--- src/dp_cfg_pkg.sv ---
`default_nettype none

package dp_cfg_pkg;

    ////////////////////////////////////////
    // datapath widths
    ////////////////////////////////////////

    // one lane of the vector word
    localparam int lane_width = 16;

    // memory word holds two lanes
    localparam int data_width = 2 * lane_width;

    // 256 words of data memory
    localparam int addr_width = 8;

    // host instruction word
    localparam int inst_width = 32;

    ////////////////////////////////////////
    // pipeline latency
    ////////////////////////////////////////

    // register stages inside the alu
    localparam int alu_stages = 2;

    // edges from instruction capture to write-back
    localparam int wb_latency = 5;

endpackage

`default_nettype wire

--- src/dp_isa_pkg.sv ---
`default_nettype none

package dp_isa_pkg;

    ////////////////////////////////////////
    // lane-wise operations
    ////////////////////////////////////////

    typedef enum logic [1:0] {
        op_add  = 2'd0,
        op_sub  = 2'd1,
        op_max  = 2'd2,
        op_pass = 2'd3
    } alu_op_e;

    ////////////////////////////////////////
    // instruction fields
    ////////////////////////////////////////

    // bits 28..24 and 31 are don't care
    localparam int src0_lo = 0;
    localparam int src0_hi = 7;
    localparam int src1_lo = 8;
    localparam int src1_hi = 15;
    localparam int dst_lo  = 16;
    localparam int dst_hi  = 23;
    localparam int op_lo   = 29;
    localparam int op_hi   = 30;

endpackage

`default_nettype wire

--- src/inst_ctrl.sv ---
`timescale 1ns/1ps
`default_nettype none

module inst_ctrl
    import dp_cfg_pkg::*;
    import dp_isa_pkg::*;
(
    input  wire                   clk,
    input  wire                   rst,
    input  wire                   inst_v,
    input  wire  [inst_width-1:0] inst,
    output logic                  rd_en,
    output logic [addr_width-1:0] rd_addr0,
    output logic [addr_width-1:0] rd_addr1,
    output logic                  alu_v,
    output alu_op_e               alu_op,
    output logic [addr_width-1:0] wb_addr
);

    ////////////////////////////////////////
    // delay chain storage
    ////////////////////////////////////////

    // valid and op only need to reach the alu input,
    // which sits alu_stages ahead of write-back
    logic [wb_latency-alu_stages-1:0] v_pipe;
    alu_op_e                          op_pipe [wb_latency-alu_stages];

    // destination rides all the way to write-back
    logic [addr_width-1:0] dst_pipe [wb_latency];

    // source addresses held for the memory
    logic [addr_width-1:0] src0_q;
    logic [addr_width-1:0] src1_q;

    // valid chain
    always_ff @(posedge clk) begin
        if (rst) begin
            v_pipe <= '0;
        end else begin
            v_pipe <= {v_pipe[wb_latency-alu_stages-2:0], inst_v};
        end
    end

    ////////////////////////////////////////
    // field capture and shifting
    ////////////////////////////////////////

    always_ff @(posedge clk) begin
        // stage 0 loads only on a new instruction
        if (inst_v) begin
            src0_q      <= inst[src0_hi:src0_lo];
            src1_q      <= inst[src1_hi:src1_lo];
            op_pipe[0]  <= alu_op_e'(inst[op_hi:op_lo]);
            dst_pipe[0] <= inst[dst_hi:dst_lo];
        end
        // later stages step every cycle
        for (int i = 1; i < wb_latency - alu_stages; i++) begin
            op_pipe[i] <= op_pipe[i-1];
        end
        for (int i = 1; i < wb_latency; i++) begin
            dst_pipe[i] <= dst_pipe[i-1];
        end
    end

    // read request in the cycle after capture
    assign rd_en    = v_pipe[0];
    assign rd_addr0 = src0_q;
    assign rd_addr1 = src1_q;

    // lines up with the registered read data
    assign alu_v  = v_pipe[wb_latency-alu_stages-1];
    assign alu_op = op_pipe[wb_latency-alu_stages-1];

    // lines up with out_v from the alu
    assign wb_addr = dst_pipe[wb_latency-1];

endmodule

`default_nettype wire

--- config.mk ---
export PLATFORM = sky130hd
export DESIGN_NAME = inst_ctrl
export DESIGN_NICKNAME = d
export VERILOG_FILES = /design/src/dp_cfg_pkg.sv /design/src/dp_isa_pkg.sv /design/src/inst_ctrl.sv
export SDC_FILE = /design/constraint.sdc
export NUM_CORES = 1
export LEC_CHECK = 0
export ABC_AREA = 0
export BUFFER_PORTS_ARGS = -buffer_cell sky130_fd_sc_hd__buf_4
export CAP_MARGIN = 20
export CORE_MARGIN = 3
export CORE_UTILIZATION = 42
export CTS_CLUSTER_SIZE = 14
export DETAILED_ROUTE_END_ITERATION = 8
export GPL_TIMING_DRIVEN = 0
export PLACE_DENSITY = 0.73
export SKIP_LAST_GASP = 1
export SYNTH_ARGS = -nofsm -noshare
export SYNTH_HDL_FRONTEND = slang
export SYNTH_SLANG_ARGS = --single-unit
--- constraint.sdc ---
create_clock -name clk -period 0.8 [get_ports clk]
set_input_delay 0.12 -clock clk [delete_from_list [all_inputs] [get_ports clk]]
set_output_delay 0.12 -clock clk [all_outputs]
set_load 0.01 [all_outputs]
== After elaboration in Yosys (flattened, before gate mapping) ==
Memory sizes are Yosys's and may differ from the RTL's.
Index checks and enable logic that the tools add are counted.
Cells by class
  mux-type cells: 2
Operator list (count)
  $mux 1: 2
Word-level totals
  memories: 2
  memory bits (writable): 46
  input port bits: 35
  word-level logic and storage cells: 7
  output and inout bits: 28
  register bits after elaboration: 19
Memories
  dst_pipe: words 5, width 8, rd ports 5, clocked after memory_dff 0, write ports 5, RTL line inst_ctrl.sv:30  | logic [addr_width-1:0] dst_pipe [wb_latency];
  op_pipe: words 3, width 2, rd ports 3, clocked after memory_dff 0, write ports 3, RTL line inst_ctrl.sv:27  | alu_op_e op_pipe [wb_latency-alu_stages];

== Depth between registers and ports, before layout ==
Gate-level depths: netlist of run 1.
  word-level depth: 2
  mapped depth: 1
  gate-level depth less buffers: 1

== Worst setup path before layout of run 1 ==
No wires, ideal clock.
  path kind: register to register
  from: register v_pipe[0]
  to: register v_pipe[1]
  stages on the path, launching flop included: 2
  data arrival time: 0.436 ns
  period minus slack after synthesis: 0.549 ns
  library setup time: 0.114 ns
  slack: 0.251 ns
  cell sequence: dfxtp_1 nor2b_1
RTL lines
  start, declared: RTL line inst_ctrl.sv:26  | logic [wb_latency-alu_stages-1:0] v_pipe;
  start signal, assigned: RTL line inst_ctrl.sv:41  | v_pipe <= {v_pipe[wb_latency-alu_stages-2:0], inst_v};
No word-level cell between the ends.

== Final worst setup path of run 1 ==
  from: register src1_q[7], in the netlist rd_addr1[7]
  to: output rd_addr1[7]
RTL lines
  start, declared: RTL line inst_ctrl.sv:34  | logic [addr_width-1:0] src1_q;
  start signal, assigned: RTL line inst_ctrl.sv:53  | src1_q <= inst[src1_hi:src1_lo];
  end, declared: RTL line inst_ctrl.sv:14  | output logic [addr_width-1:0] rd_addr1,
No word-level cell between the ends.

==> flow_metrics.tcl, run 1 <==
set metrics [dict create \
    outcome "finished, violations left" \
    violations "setup timing" \
    syn_nets 113 \
    viasPerCell 4.224 \
    track_usage_pct 16.23 \
    avgSynthCellArea_sq_um 21.22 \
    worstSetupPathType "reg2out" \
    root_buffer "clkbuf_8" \
    p_total_uw 6848 \
    synth-compound-area-share_pct 0 \
    num-nets-final 197 \
    netlist.area_leader.share_pct 47.17 \
    gp_congestion 0.6309 \
    gr-total-overflow 0 \
    dieArea_sq_um 4731 \
    worst_clock_skew_ns 0.01008 \
    drive_above_1_share_pct 49.40 \
    areaGrowthSynthToFinish_pct 59.03 \
    startpoint_type "register" \
    grt_setup_unrepaired "true" \
    synth_simple_gate_area_share_pct 1.134 \
    end_kind "output pin" \
    clkLatencyLatePin_ns 0.32 \
    design_area_sq_um 2633 \
    path_depth 1 \
    grt_pass1_wl_microns 4892 \
    n_antenna_cell 0 \
    worstPathArrival_ns 0.88 \
    dp_slack_ns 0.04019 \
    synth_top_family_by_area "buffers and inverters" \
    yosys-top-cells-area "dfxtp_1 47%, edfxtp_1 47%, buf_4 4.5%" \
    synth_warnings 0 \
    die_w_microns 68.78 \
    slowest_delay_ns 0.41 \
    worst_slack_ns -0.1972 \
    r2r_start "v_pipe[0]" \
    numCtsBuffers 9 \
    synth.yosys.seq_area_share_pct 94.33 \
    hold_violations 0 \
    final.period_utilization_pct 124.6 \
    start_util_pct 44.22 \
    power.density_nw_per_um2 2601 \
    post-cts-setup-buffer-count 0 \
    dp_cells 182 \
    slew_violations 0 \
    crit_chain "buf_6" \
    place_area_sq_um 2136 \
    first_iter_violations 33 \
    stdcell_count 214 \
    cp.required_ns 0.68 \
    max_freq_mhz 1003 \
    rows 22 \
    syn_area_sq_um 1655 \
    max_slew_margin_pct 77.88 \
    worstHoldStart "inst_v" \
    path_clk_slew_ns 0.07 \
    routed_wl_microns 3282 \
    die_h_microns 68.78 \
    r2r_cells 1 \
    crit_family "flip-flops" \
    core_sq_um 3744 \
    ff2ff_setup_slack_ns 0.24 \
    synthXorXnorAreaFrac_pct 0 \
    p_leak_uw 0.001104 \
    cts_buffer_depth 2 \
    fin_util_pct 70.32 \
    fillerInstances 232 \
    setup_viol 28 \
    ir_worst_vdd_mv 1.554 \
    drt_pre_antenna_iters 4 \
    tritoncts "done" \
    postRouteAntennaNets 0 \
    antenna_found_initial 0 \
    grt_pass1_vias 1001 \
    vias 904 \
    min_path_type "in2reg" \
    synth-seq-cells 65 \
    synth_cell_types 4 \
    pin_count 63 \
    syn_inst 78 \
    io_buffer_count 56 \
    synth_largest_area_cell "dfxtp_1" \
    cp_max_fo 1 \
    route.detailed.drc 0 \
    regToRegEndpoint "v_pipe[1]" \
    worstMarginPinSlew_ns 0.3319 \
    synthMuxAreaShare_pct 0 \
    dp_hpwl_microns 1555 \
    clock_sinks 65 \
    h-tree-depth 3 \
    critPathBufInv 1 \
    maxCapViolations 0 \
    cpMaxStageDelayCell "edfxtp_1" \
    layout_min_cycle_time_ns 0.9972 \
    synthAdderAreaFrac_pct 0 \
    worstHoldPathCells 2 \
    min_to "v_pipe[0]" \
    wl_per_cell_microns 15.34 \
    grt_max_degree 28 \
]
==> cell families (layout without fill, tap and decap cells) <==
family | count (synthesis) | in the layout
buffers and inverters | 10 | 98
and+or+nand+nor | 3 | 3
DFF | 65 | 65
==> Yosys cell counts <==
master,n
dfxtp_1,39
edfxtp_1,26
buf_4,10
nor2b_1,3
==> registers in the layout, indices dropped and copies added, names as in the netlist <==
register / flops
rd_addr1: 8
v_pipe: 3
rd_addr0: 8
dst_pipe: 40
op_pipe: 6
==> layer usage <==
| layer | part of all wire, % | GRT usage (%) | vias up | wire, microns |
|---|---|---|---|---|
| li1 | - | - | 422 | - |
| met1 | 39 | 16.54 | 418 | 1274 |
| met2 | 44 | 23.00 | 60 | 1448 |
| met3 | 16 | 13.61 | 4 | 522 |
| met4 | 1.1 | 8.759 | 0 | 37 |
| met5 | 0 | 0 | - | 0 |
==> report_power, final <==
group	switching, uW	internal [uW]	leakage, uW
logic	182	363	0.000424
clock network	1120	1370	0.0000971
registers	89.3	3720	0.000584
==> area by class of cell <==
type | count | area [sq um] | area share [%]
clock inverter | 3 | 15.01 | 0.5703
sequential | 65 | 1577 | 59.89
multi-input combinational | 3 | 18.77 | 0.7129
tap | 48 | 60.06 | 2.281
clock buffer | 12 | 166.4 | 6.321
timing repair buffer | 83 | 795.8 | 30.23
==> worst max path at each step <==
stage | to | start
2_1_floorplan | v_pipe[1] | v_pipe[0]
3_3_place_gp | dst_pipe[0][0] | inst_v
3_5_place_dp | dst_pipe[0][7] | inst_v
4_1_cts | rd_addr1[1] | rd_addr1[1]
5_1_grt | rd_addr1[1] | rd_addr1[1]
6_report | rd_addr1[7] | rd_addr1[7]
==> stage by stage <==
step                setup TNS [ns]  hold slack, ns
CTS                         -4.166          0.1923
detailed placement               0          0.2993
global route                -4.921          0.2094
floorplan                        0          0.1916
global placement                 0          0.2966
finish                      -3.691          0.2214
==> timing repair <==
item,in CTS,in global routing
hold buffers,27,0
endpoints found under the setup margin,28,28
resized for setup,31,9
hold endpoints to repair,29,0
==> cell usage in the layout, fill, tap and decap left out <==
master	n
buf_4	28
buf_6	28
clkbuf_1	1
clkbuf_16	1
clkbuf_8	10
clkinv_2	3
dfxtp_1	27
dfxtp_2	12
dlygate4sd3_1	27
edfxtp_1	26
nor2b_1	3
Power figures use the tool's default switching activity.
==> inputs of run 2 (changes only) <==
--- a/config.mk
+++ b/config.mk
@@ -6,9 +6,8 @@
 export NUM_CORES = 1
 export LEC_CHECK = 0
 export ABC_AREA = 0
-export BUFFER_PORTS_ARGS = -buffer_cell sky130_fd_sc_hd__buf_4
+export BUFFER_PORTS_ARGS = -buffer_cell sky130_fd_sc_hd__clkbuf_2
 export CAP_MARGIN = 20
-export CORE_MARGIN = 3
 export CORE_UTILIZATION = 42
 export CTS_CLUSTER_SIZE = 14
 export DETAILED_ROUTE_END_ITERATION = 8
==> run 2 against run 1 <==
Sequential share of layout area rose by 4.4 points. Critical path type unchanged. Sequential power barely moved. Clock power rose by 2%. Register-to-register slack barely moved. Non-clock buffer count did not move. The flow still finishes with violations (setup timing). First-iteration DRC count fell by 52%.
==> flow_metrics.tcl, run 2 (same netlist as run 1, synthesis figures left out) <==
set metrics [dict create \
    internal_power_uw 5411 \
    top_register "dst_pipe" \
    ir_worst_vdd_mv 1.785 \
    max_slew_margin_pct 57.91 \
    p_total_uw 6749 \
    routed_wl_microns 2964 \
    worstPathArrival_ns 0.88 \
    worstMarginPinSlew_ns 0.6313 \
    worstHoldPathCells 0 \
    areaGrowthSynthToFinish_pct 47.62 \
    min_path_type "reg2reg" \
    grt_max_degree 28 \
    gr-total-overflow 0 \
    startpoint_type "register" \
    core_sq_um 3716 \
    p_switching_uw 1338 \
    worst_clock_skew_ns 0.005259 \
    cpMaxStageDelayCell "edfxtp_1" \
    slew_violations 0 \
    final.period_utilization_pct 124.9 \
    grt_pass1_vias 993 \
    crit_chain "clkbuf_2" \
    design_area_sq_um 2444 \
    layout_commonest_cell "clkbuf_2" \
    clock_sinks 65 \
    path_depth 1 \
    ff2ff_setup_slack_ns 0.24 \
    final_cell_mix "44 x clkbuf_2, 31 x dfxtp_1, 27 x dlygate4sd3_1" \
    numCtsBuffers 9 \
    max_freq_mhz 1000 \
    cp_max_fo 1 \
    grt_pass1_wl_microns 4353 \
    cp.required_ns 0.68 \
    worstHoldStart "dst_pipe[0][26]" \
    regToRegEndpoint "v_pipe[1]" \
    h-tree-depth 3 \
    drive_above_1_share_pct 47.31 \
    antenna_found_initial 0 \
    p_leak_uw 0.001053 \
    slowest_delay_ns 0.40 \
    n_antenna_cell 0 \
    pin_count 63 \
    worstSetupPathType "reg2out" \
    first_iter_violations 16 \
    postRouteAntennaNets 0 \
    wl_per_cell_microns 13.79 \
    die_h_microns 64.78 \
    min_to "dst_pipe[0][34]" \
    whs_ns 0.3249 \
    critPathBufInv 1 \
    start_util_pct 44.55 \
    drt_pre_antenna_iters 4 \
    rows 22 \
    r2r_cells 1 \
    seq_power_share_pct 56.2 \
    gp_congestion 0.7369 \
    r2r_start "v_pipe[0]" \
    path_clk_slew_ns 0.07 \
    dieArea_sq_um 4196 \
    power.density_nw_per_um2 2762 \
    hold_violations 0 \
    swShare_pct 19.82 \
    die_w_microns 64.78 \
    place_area_sq_um 1996 \
    vias 887 \
    layout_min_cycle_time_ns 0.9995 \
    worst_slack_ns -0.1995 \
    fillerInstances 249 \
    route.detailed.drc 0 \
    clkLatencyLatePin_ns 0.32 \
    viasPerCell 4.126 \
    root_buffer "clkbuf_8" \
    setup_viol 28 \
    tritoncts "done" \
    track_usage_pct 15.37 \
    num-nets-final 197 \
    io_buffer_count 56 \
    end_kind "output pin" \
    maxCapViolations 0 \
    outcome "finished, violations left" \
    comb_power_share_pct 6.0 \
    crit_family "flip-flops" \
    largest_reg_flops 40 \
    crit_start "rd_addr1[0]" \
    violations "setup timing" \
    fin_setup_tns_ns -3.274 \
    grt_setup_unrepaired "true" \
    cts_buffer_depth 2 \
    p_clk_share_pct 37.8 \
]
==> run 2: cell types whose count changed in the layout (fill, tap and decap cells not counted), moves of 4 or more <==
cell / delta
buf_2: +4
clkbuf_2: +44
dfxtp_1: +4
dfxtp_2: -4
buf_6: -20
buf_4: -28
==> run 2: stage by stage <==
step / cells / utilization, % / setup WS (ns)
after global routing: 215 / 65.76 / -0.2393
after floorplan: 78 / - / 0.2508
final: 215 / 65.76 / -0.1995
after detailed placement: 182 / 53.70 / -0.1888
after CTS: 215 / 64.28 / -0.1878
after global placement: 182 / 53.70 / -0.1634
==> run 2: layout make-up <==
class	count	area [sq um]	share of cell area [%]
Timing Repair Buffer	83	600.6	24.58
Clock buffer	14	182.7	7.476
Clock inverter	2	10.01	0.4096
Multi-Input combinational cell	3	18.77	0.7681
Sequential cell	65	1572	64.31
Tap cell	48	60.06	2.458
==> run 2: layer usage <==
metal / global-route usage (%) / vias to the layer above / share of wire, %
met5: 0 / - / 0
met4: 10.56 / 0 / 1.8
met3: 9.507 / 6 / 11
met2: 23.70 / 56 / 48
met1: 15.11 / 404 / 39
li1: - / 421 / -
==> run 2: worst max path at each step <==
stage / to / slack, ns
2_1_floorplan: v_pipe[1] / 0.25
6_report: rd_addr1[0] / -0.20
4_1_cts: rd_addr1[1] / -0.19
5_1_grt: rd_addr1[0] / -0.24
3_5_place_dp: rd_addr0[5] / -0.19
3_3_place_gp: dst_pipe[0][1] / -0.16
==> run 2: repair_timing <==
action	CTS	global route
gates resized for setup	4	24
pin swaps	0	0
setup buffers	0	0
hold buffers	27	0
gates cloned	0	0
hold endpoints to repair	29	0
endpoints found under the setup margin	28	28
==> run 2: power by group through the flow <==
stage                     clock, uW  sequential, uW  combinational, uW
after floorplan                   0            3870               80.5
after CTS                      2610            3780                360
after global placement            0            3830                304
final                          2550            3790                404
after global routing           2800            3820                428
after detailed placement          0            3850                312
