[src/dp_cfg_pkg.sv]
`default_nettype none

package dp_cfg_pkg;

    ////////////////////////////////////////
    // datapath widths
    ////////////////////////////////////////

    // one lane of the vector word
    localparam int lane_width = 16;

    // memory word holds two lanes
    localparam int data_width = 2 * lane_width;

    // 256 words of data memory
    localparam int addr_width = 8;

    // host instruction word
    localparam int inst_width = 32;

    ////////////////////////////////////////
    // pipeline latency
    ////////////////////////////////////////

    // register stages inside the alu
    localparam int alu_stages = 2;

    // edges from instruction capture to write-back
    localparam int wb_latency = 5;

endpackage

`default_nettype wire

[src/dp_isa_pkg.sv]
`default_nettype none

package dp_isa_pkg;

    ////////////////////////////////////////
    // lane-wise operations
    ////////////////////////////////////////

    typedef enum logic [1:0] {
        op_add  = 2'd0,
        op_sub  = 2'd1,
        op_max  = 2'd2,
        op_pass = 2'd3
    } alu_op_e;

    ////////////////////////////////////////
    // instruction fields
    ////////////////////////////////////////

    // bits 28..24 and 31 are don't care
    localparam int src0_lo = 0;
    localparam int src0_hi = 7;
    localparam int src1_lo = 8;
    localparam int src1_hi = 15;
    localparam int dst_lo  = 16;
    localparam int dst_hi  = 23;
    localparam int op_lo   = 29;
    localparam int op_hi   = 30;

endpackage

`default_nettype wire

[src/vec_alu.sv]
`timescale 1ns/1ps
`default_nettype none

module vec_alu
    import dp_cfg_pkg::*;
    import dp_isa_pkg::*;
(
    input  wire                         clk,
    input  wire                         rst,
    input  wire                         alu_v,
    input  wire  [$bits(alu_op_e)-1:0]  alu_op,
    input  wire  [data_width-1:0]       opa,
    input  wire  [data_width-1:0]       opb,
    output logic                        out_v,
    output logic [data_width-1:0]       out_data
);

    // stage 1 registers
    logic                  v1;
    alu_op_e               op1;
    logic [data_width-1:0] a1;
    logic [data_width-1:0] b1;

    // stage 2 input with one result per lane
    logic [data_width-1:0] lane_res;

    // one 16-bit lane where add and sub wrap
    function automatic logic [lane_width-1:0] lane_calc(
        input alu_op_e               op,
        input logic [lane_width-1:0] a,
        input logic [lane_width-1:0] b
    );
        case (op)
            op_add:  return a + b;
            op_sub:  return a - b;
            // unsigned compare
            op_max:  return (a > b) ? a : b;
            default: return a;
        endcase
    endfunction

    ////////////////////////////////////////
    // valid chain
    ////////////////////////////////////////

    always_ff @(posedge clk) begin
        if (rst) begin
            v1    <= 1'b0;
            out_v <= 1'b0;
        end else begin
            v1    <= alu_v;
            out_v <= v1;
        end
    end

    ////////////////////////////////////////
    // datapath
    ////////////////////////////////////////

    always_ff @(posedge clk) begin
        if (alu_v) begin
            a1  <= opa;
            b1  <= opb;
            op1 <= alu_op_e'(alu_op);
        end
    end

    // no carry crosses a lane boundary
    always_comb begin
        for (int l = 0; l < data_width / lane_width; l++) begin
            lane_res[l*lane_width +: lane_width] =
                lane_calc(op1, a1[l*lane_width +: lane_width], b1[l*lane_width +: lane_width]);
        end
    end

    always_ff @(posedge clk) begin
        if (v1) begin
            out_data <= lane_res;
        end
    end

endmodule

`default_nettype wire

[config.mk]
export PLATFORM = sky130hd
export DESIGN_NAME = vec_alu
export DESIGN_NICKNAME = d
export VERILOG_FILES = /design/src/dp_cfg_pkg.sv /design/src/dp_isa_pkg.sv /design/src/vec_alu.sv
export SDC_FILE = /design/constraint.sdc
export NUM_CORES = 1
export LEC_CHECK = 0
export BUFFER_PORTS_ARGS = -buffer_cell sky130_fd_sc_hd__buf_2
export CAP_MARGIN = 10
export CORE_MARGIN = 4
export CORE_UTILIZATION = 53
export CTS_CLUSTER_DIAMETER = 80
export DETAILED_ROUTE_END_ITERATION = 16
export PLACE_DENSITY = 0.9
export SLEW_MARGIN = 20
export SYNTH_ARGS = -nofsm -noshare
export SYNTH_HDL_FRONTEND = slang
export SYNTH_SLANG_ARGS = --single-unit
export TNS_END_PERCENT = 10
[constraint.sdc]
create_clock -name clk -period 2.8 [get_ports clk]
set_input_delay 0.42 -clock clk [delete_from_list [all_inputs] [get_ports clk]]
set_output_delay 0.42 -clock clk [all_outputs]
set_load 0.02 [all_outputs]
After elaboration in Yosys (flattened, before gate mapping)
Index checks and enable logic that the tools add are counted.

Add/sub/neg operators: 4. Multipliers: 0. Divide/modulo/power cells: 0. $lt $le $gt $ge: 2. Eq/ne operators: 2. Shift-type cells: 0. Mux-type cells: 4. Bitwise gates (word level): 0. Reduce and logical (&&, ||, !) cells: 1.

Operators with widths (number): 16-bit one-hot mux with 3 select lines (2); 16-bit adder (2); 16-bit greater-than comparator (2); 16-bit two-way mux (2); 16-bit subtractor (2); 2-bit by 1-bit equality test with 1-bit output (second input constant) (1); 2-bit equality test (second input constant) (1); 2-bit zero test (1).

Register bits: 100. Bits in latches: 0. RAM bits: 0. Bits in read-only memories: 0. Input port bits: 69. Output and inout port bits: 33. Logic and storage cells: 19. Memories: 0.

Longest topological paths before layout
Gate-level depths: netlist of run 1.

Depth after elaboration: 3. Gate-level depth with buffers: 12. Depth with buffers taken out: 11.

Least setup slack after synthesis of run 1
OpenSTA, ideal clock, no wires.

Path kind: register to register. Start: register a1[28]. End: register out_data[30] (data pin). Library setup time: 0.270 ns. Arrival time: 2.722 ns. Required time: 2.530 ns. Setup slack: -0.192 ns. Cell stages (with the launch flop): 12. Buffers on the path: 2. Period minus slack after synthesis: 2.992 ns. Path through: edfxtp_1 ha_1 buf_2 and4_4 nand2_1 or4_4 nor2b_1 a311oi_2 buf_6 mux2_2 nand2_1 o21ai_0.

Word-level cells in the longest chain between the ends: 3. Elaborated cells on any way between the ends: 5. Those cells by class: 2 x add/sub; 1 x order compare; 2 x mux.

RTL lines: start: declaration (RTL line vec_alu.sv:21) `logic [data_width-1:0] a1;`; start signal: assignment (RTL line vec_alu.sv:62) `a1 <= opa;`; 16-bit greater-than comparator (RTL line vec_alu.sv:37) `op_max: return (a > b) ? a : b;`; 16-bit two-way mux (RTL line vec_alu.sv:37); 16-bit one-hot mux with 3 select lines (*) (RTL line vec_alu.sv:33) `case (op)`; via lane_res[30] (RTL line vec_alu.sv:25) `logic [data_width-1:0] lane_res;`; end signal: assignment (RTL line vec_alu.sv:78) `out_data <= lane_res;`; end: declaration (RTL line vec_alu.sv:15) `output logic [data_width-1:0] out_data`.

Mark *: on every way through the listed nets, which the timed path passes. The rest lies on a longest branch. A chain may end at the register's enable or synchronous reset.

Worst setup path after layout of run 1
Start: register a1[30]. End: register out_data[27] (data pin).

Word-level cells in the longest chain between the ends: 3.

RTL lines (RTL line): 16-bit greater-than comparator (vec_alu.sv:37); 16-bit two-way mux (vec_alu.sv:37); 16-bit one-hot mux with 3 select lines (vec_alu.sv:33); via lane_res[27] (vec_alu.sv:25).

The timed path passes the listed nets, and every way through them passes these cells.

==> impl_metrics.json, run 1 <==
{
  "avgSynthCellArea_um2": 9.904,
  "numClockSinks": 100,
  "timing_hold_violations_final": 0,
  "min_from": "opb[6]",
  "rows": 41,
  "die_h_um": 123.5,
  "violations": "setup timing",
  "worst_pin_slew_ps": 751.9,
  "drive_gt1_share_pct": 32.45,
  "routed-via-count": 6556,
  "clk_latency_ps": 360,
  "yosys-top-cells-count": "edfxtp_1, a21oi_1, ha_1",
  "fin_crit_sh_pct": 102.5,
  "cts_tree": "done",
  "die_area_um2": 15250,
  "grt_pass1_vias": 6340,
  "path_max_fanout": 3,
  "track_usage_pct": 25.96,
  "power.ir.vdd_worst_v": 0.0004985,
  "hold_end": "b1[6]$_DFFE_PP_",
  "synth.distinct_cells": 73,
  "post-place-ws_ps": -211.3,
  "yosysTopAreaCell": "edfxtp_1",
  "cp_data_required_time_ps": 2890,
  "die_x_um": 123.5,
  "core_area_um2": 12820,
  "ant_nets": 0,
  "grt_antenna_before_repair": 0,
  "grt_start_max_net_pins": 37,
  "firstDrtPassIters": 5,
  "cts-root-buf": "clkbuf_16",
  "io_buffers": 101,
  "final_core_util_pct": 71.34,
  "overflow": 0,
  "h-tree-depth": 3,
  "netlist_top_cells_area": "edfxtp_1, ha_1, a21oi_1",
  "synth_edf_count": 98,
  "finClkSkew_ps": 10.32,
  "synth_most_common_cell": "edfxtp_1",
  "end_kind": "flop",
  "fmax_ghz": 0.3483,
  "synthFlopType": "edfxtp_1",
  "synth_area_um2": 7072,
  "rrSetupSlack_ps": -70,
  "worstReg2RegStart": "a1[30]$_DFFE_PP_",
  "relSlewSlack_pct": 49.69,
  "clk_path_buf_depth": 2,
  "clkTransAtPathRegs_ps": 70,
  "drv_cap": 0,
  "area_growth_pct": 29.37,
  "nNetsFinal": 1033,
  "async_flop_share_pct": 0,
  "cellPowerDensity_nw_per_um2": 573.2,
  "timing.final.ws_setup_ps": -71.24,
  "rsz0062_at_grt": "true",
  "n_antenna_cell": 0,
  "final_max_slew_viol_count": 0,
  "viasPerCell": 6.099,
  "synth_fp_nets": 849,
  "io_pins": 102,
  "arrival_ps": 2960,
  "worstReg2RegEnd": "out_data[27]$_DFFE_PP_",
  "power_leakage_nw": 3.875,
  "hold_depth": 1,
  "critical_path_class": "reg2reg",
  "design_area_um2": 9149,
  "startpoint_type": "flop",
  "hold_path.class": "in2reg",
  "wl_per_cell_um": 18.65,
  "netlist_instances": 714,
  "dp_hpwl_um": 13880,
  "setup_violations": 7,
  "ff2ff_path_depth": 10,
  "start_util_pct": 55.14,
  "post-route-drc-count": 0,
  "post-route-min-period_ps": 2871,
  "placed_area_um2": 8382,
  "drtIter0Drc": 762,
  "ys_ff_latch": 100,
  "routed_wl_um": 20050,
  "synth_warnings": 0,
  "place.gp.congestion": 0.9594,
  "fillCellCount": 889,
  "status": "complete, but fails checks",
  "synth_top_cell_area_share_pct": 41.61,
  "cts_buffers": 9,
  "grt_first_pass_wirelength_um": 30610,
  "seq_area_frac_synth_pct": 42.18
}
[critical path: stages (launching register included)]
cell	delay (ps)
edfxtp_1	450
ha_4	310
and4_4	220
nand2_1	70
or4_4	470
nor2b_4	170
a311oi_4	230
buf_4	180
mux2_2	350
nand2_2	90
a21oi_2	60
[where the power goes]
part           leakage [nW]  switching [mW]  internal, mW
clock                 0.149           0.539         0.779
sequential            0.961          0.0891          1.83
combinational          2.76            1.10         0.911
[per-layer routing]
metal	wire length [µm]	part of all wire, %	vias up	GRT usage [%]
met1	7810	39	3101	32.76
li1	-	-	3007	-
met2	9710	48	372	43.12
met3	1768	8.8	76	6.267
met5	0	0	-	0
met4	766	3.8	0	10.10
[sequential cells by signal, summed over array words and instances (netlist names)]
name      flops
a1           32
b1           32
v1            1
out_v         1
op1           2
out_data     32
[layout make-up]
type	instances	area (µm²)	share of cell area (%)
flip-flops and latches	100	2983	32.60
clock inverters	5	76.32	0.8342
clock buffers	11	232.7	2.544
well taps	172	215.2	2.352
repair buffers	209	1365	14.92
inverters	58	217.7	2.380
multi-input cells	520	4059	44.37
[cell families after synthesis]
kind of cell	count (synthesis)	share of synthesized area (%)
buffers and inverters	94	5.325
xor gates and xnor gates	27	3.344
AOI/OAI and AO/OA	224	20.58
and+or+nand+nor	176	12.38
muxes	27	4.087
DFF	100	42.18
adders and majority gates	66	12.10
[worst max path at each step]
stage / startpoint / end / slack (ps) / cells after the start
2_1_floorplan: a1[29]$_DFFE_PP_ / out_data[30]$_DFFE_PP_ / -90 / 11
3_3_place_gp: a1[28]$_DFFE_PP_ / out_data[25]$_DFFE_PP_ / -80 / 10
3_5_place_dp: a1[28]$_DFFE_PP_ / out_data[30]$_DFFE_PP_ / -210 / 9
4_1_cts: a1[31]$_DFFE_PP_ / out_data[27]$_DFFE_PP_ / -30 / 10
5_1_grt: a1[0]$_DFFE_PP_ / out_data[13]$_DFFE_PP_ / -220 / 11
6_report: a1[30]$_DFFE_PP_ / out_data[27]$_DFFE_PP_ / -70 / 10
[stage by stage]
stage,total power [mW],hold slack [ps],TNS (ps),std cells
final,5.244,228.1,-286.0,1075
after global routing,5.501,217.7,-2594,1075
after CTS,5.074,223.8,-52.88,1071
after detailed placement,3.683,595.8,-2200,1044
after global placement,3.638,594.1,-446.1,1044
after floorplan,3.062,491.6,-208.6,714
[placed cells by master, fill, tap and decap left out, types with 5 or more instances in the layout]
cell	n
nor2b_1	11
a21o_1	8
inv_1	55
a21oi_1	59
o21ai_1	6
buf_2	101
xnor2_1	19
nand2b_1	10
mux2i_1	19
nand3_1	11
xor2_1	8
nor2_1	52
ha_1	51
nor3_1	15
clkbuf_16	9
o21bai_1	7
o211ai_1	12
a221oi_2	5
o21ai_0	39
o21a_1	12
edfxtp_1	98
or3_1	9
buf_4	102
a21oi_2	9
ha_4	8
a31oi_1	10
nand2_1	31
[repair_timing]
action	4_1_cts	5_1_grt
setup buffers	11	4
gates resized for setup	18	59
hold buffers	0	0
pin swaps	6	22
setup endpoints to repair	29	31
(Power assumes the default switching activity.)
==> inputs of run 2 (changes only) <==
CORE_ASPECT_RATIO = 1.5   (was not set)
==> run 2 against run 1 <==
Compared with the run above:
- the flow still finishes with violations (setup timing)
- die area up 0.25%
- clock skew grew 0.50 ps
- sequential share of layout area is 0.089 points higher
- setup slack better by 35 ps
- final area is 0.27% lower
- fmax rose by 1.2%
- hold slack better by 8.9 ps
- wire length rose by 4.6%
- via count grew 0.64%
- critical path depth stayed put
- critical path type unchanged
- largest cell class unchanged
==> impl_metrics.json, run 2 (synthesis results as in run 1) <==
{
  "violations": "setup timing",
  "power_leakage_nw": 3.908,
  "finClkSkew_ps": 10.82,
  "end_kind": "flop",
  "ff2ff_path_depth": 10,
  "rows": 51,
  "grt_pass1_vias": 6653,
  "timing.final.ws_setup_ps": -36.30,
  "endpoint": "out_data[7]$_DFFE_PP_",
  "numClockSinks": 100,
  "startpoint_type": "flop",
  "grt_start_max_net_pins": 34,
  "setup_violations": 2,
  "worstReg2RegStart": "b1[0]$_DFFE_PP_",
  "final_max_slew_viol_count": 0,
  "die_h_um": 149.5,
  "overflow": 0,
  "cts_tree": "done",
  "worstReg2RegEnd": "out_data[7]$_DFFE_PP_",
  "reg.largest.list": "a1 x32, b1 x32, out_data x32",
  "placed_area_um2": 8483,
  "cellPowerDensity_nw_per_um2": 561.5,
  "drive_gt1_share_pct": 32.46,
  "grt_first_pass_wirelength_um": 32140,
  "fin_crit_sh_pct": 101.3,
  "area_growth_pct": 29.02,
  "worst_pin_slew_ps": 726.2,
  "hold_path.class": "in2reg",
  "post-place-ws_ps": -186.7,
  "cts_buffers": 9,
  "arrival_ps": 2920,
  "instances_no_fill": 1075,
  "io_pins": 102,
  "routed-via-count": 6598,
  "track_usage_pct": 27.02,
  "grt_antenna_before_repair": 1,
  "rrSetupSlack_ps": -40,
  "post-route-min-period_ps": 2836,
  "io_buffers": 101,
  "place_inst": 1050,
  "postCtsHoldBufs": 0,
  "timing_hold_violations_final": 0,
  "cts-root-buf": "clkbuf_16",
  "layout_common_cells": "buf_4, buf_2, edfxtp_1",
  "rsz0062_at_grt": "true",
  "fmax_ghz": 0.3526,
  "drtIter0Drc": 442,
  "cp_data_required_time_ps": 2880,
  "start_util_pct": 54.33,
  "clk_latency_ps": 350,
  "core_area_um2": 13020,
  "critical_path_class": "reg2reg",
  "die_area_um2": 15290,
  "place.gp.congestion": 0.9632,
  "nNetsFinal": 1045,
  "power.ir.vdd_worst_v": 0.0003357,
  "status": "complete, but fails checks",
  "ant_nets": 0,
  "design_area_um2": 9124,
  "dp_hpwl_um": 15030,
  "crit_path_start": "b1[0]$_DFFE_PP_",
  "post-route-drc-count": 0,
  "firstDrtPassIters": 5,
  "path_max_fanout": 4,
  "clk_path_buf_depth": 2,
  "die_x_um": 102.3,
  "wl_per_cell_um": 19.52,
  "fin_setup_tns_ps": -41.13,
  "relSlewSlack_pct": 51.41,
  "final_common_cell": "buf_4",
  "routed_wl_um": 20980,
  "viasPerCell": 6.138,
  "drv_cap": 0,
  "h-tree-depth": 3,
  "clkTransAtPathRegs_ps": 70,
  "final_core_util_pct": 70.09
}
-- run 2: changes by cell type in the layout (fill, tap and decap cells not counted), moves of 3 or more --
| cell | change |
|---|---|
| buf_4 | +13 |
| ha_1 | +3 |
| ha_2 | -3 |
| o21ai_1 | +3 |
-- run 2: power breakdown --
| part | switching (mW) | leakage (nW) | internal, mW |
|---|---|---|---|
| Sequential | 0.0808 | 0.961 | 1.83 |
| Clock | 0.565 | 0.126 | 0.631 |
| Combinational | 1.10 | 2.82 | 0.914 |
-- run 2: worst min path at each step --
stage / start / endpoint / slack [ps] / cells after the start
2_1_floorplan: rst / out_v$_SDFF_PP0_ / 490 / 1
3_3_place_gp: rst / v1$_SDFF_PP0_ / 590 / 2
3_5_place_dp: opb[10] / b1[10]$_DFFE_PP_ / 600 / 1
4_1_cts: opb[0] / b1[0]$_DFFE_PP_ / 230 / 1
5_1_grt: opb[1] / b1[1]$_DFFE_PP_ / 230 / 1
6_report: opb[3] / b1[3]$_DFFE_PP_ / 240 / 1
-- run 2: cell type report --
class	instances	area, µm²
Antenna cell	1	2.502
Clock buffer	13	250.2
Clock inverter	3	23.77
Fill cell	980	3894
Inverter	58	217.7
Multi-Input combinational cell	520	4020
Sequential cell	100	2983
Tap cell	159	198.9
Timing Repair Buffer	221	1428
-- run 2: timing repair --
| action | in CTS | in global routing |
|---|---|---|
| gates cloned | 0 | 1 |
| endpoints found under the setup margin | 29 | 32 |
| setup buffers | 2 | 5 |
| gates resized for setup | 24 | 48 |
| pin swaps | 9 | 23 |
-- run 2: critical path: stages, from the launching register on --
cell	delay, ps
edfxtp_1	440
ha_4	210
fa_2	390
nor2b_4	150
o211ai_1	140
a21oi_2	210
o21ai_2	70
a22oi_2	270
buf_4	190
o21ai_1	60
mux4_2	440
-- run 2: metrics by stage --
stage                     hold WS, ps  total power [mW]
after floorplan                 491.6             3.062
after global placement          594.5             3.686
after detailed placement        598.1             3.738
after CTS                       231.3             4.985
after global routing            228.5             5.376
final                           236.9             5.123
-- run 2: routing by layer --
layer	share of wire (%)	up-vias	routed length, µm	global-route usage, %
met1	34	3101	7188	29.20
met2	52	363	10920	49.35
li1	-	3027	-	-
met4	6.3	0	1319	14.90
met3	7.4	107	1556	3.871
met5	0	-	0	0
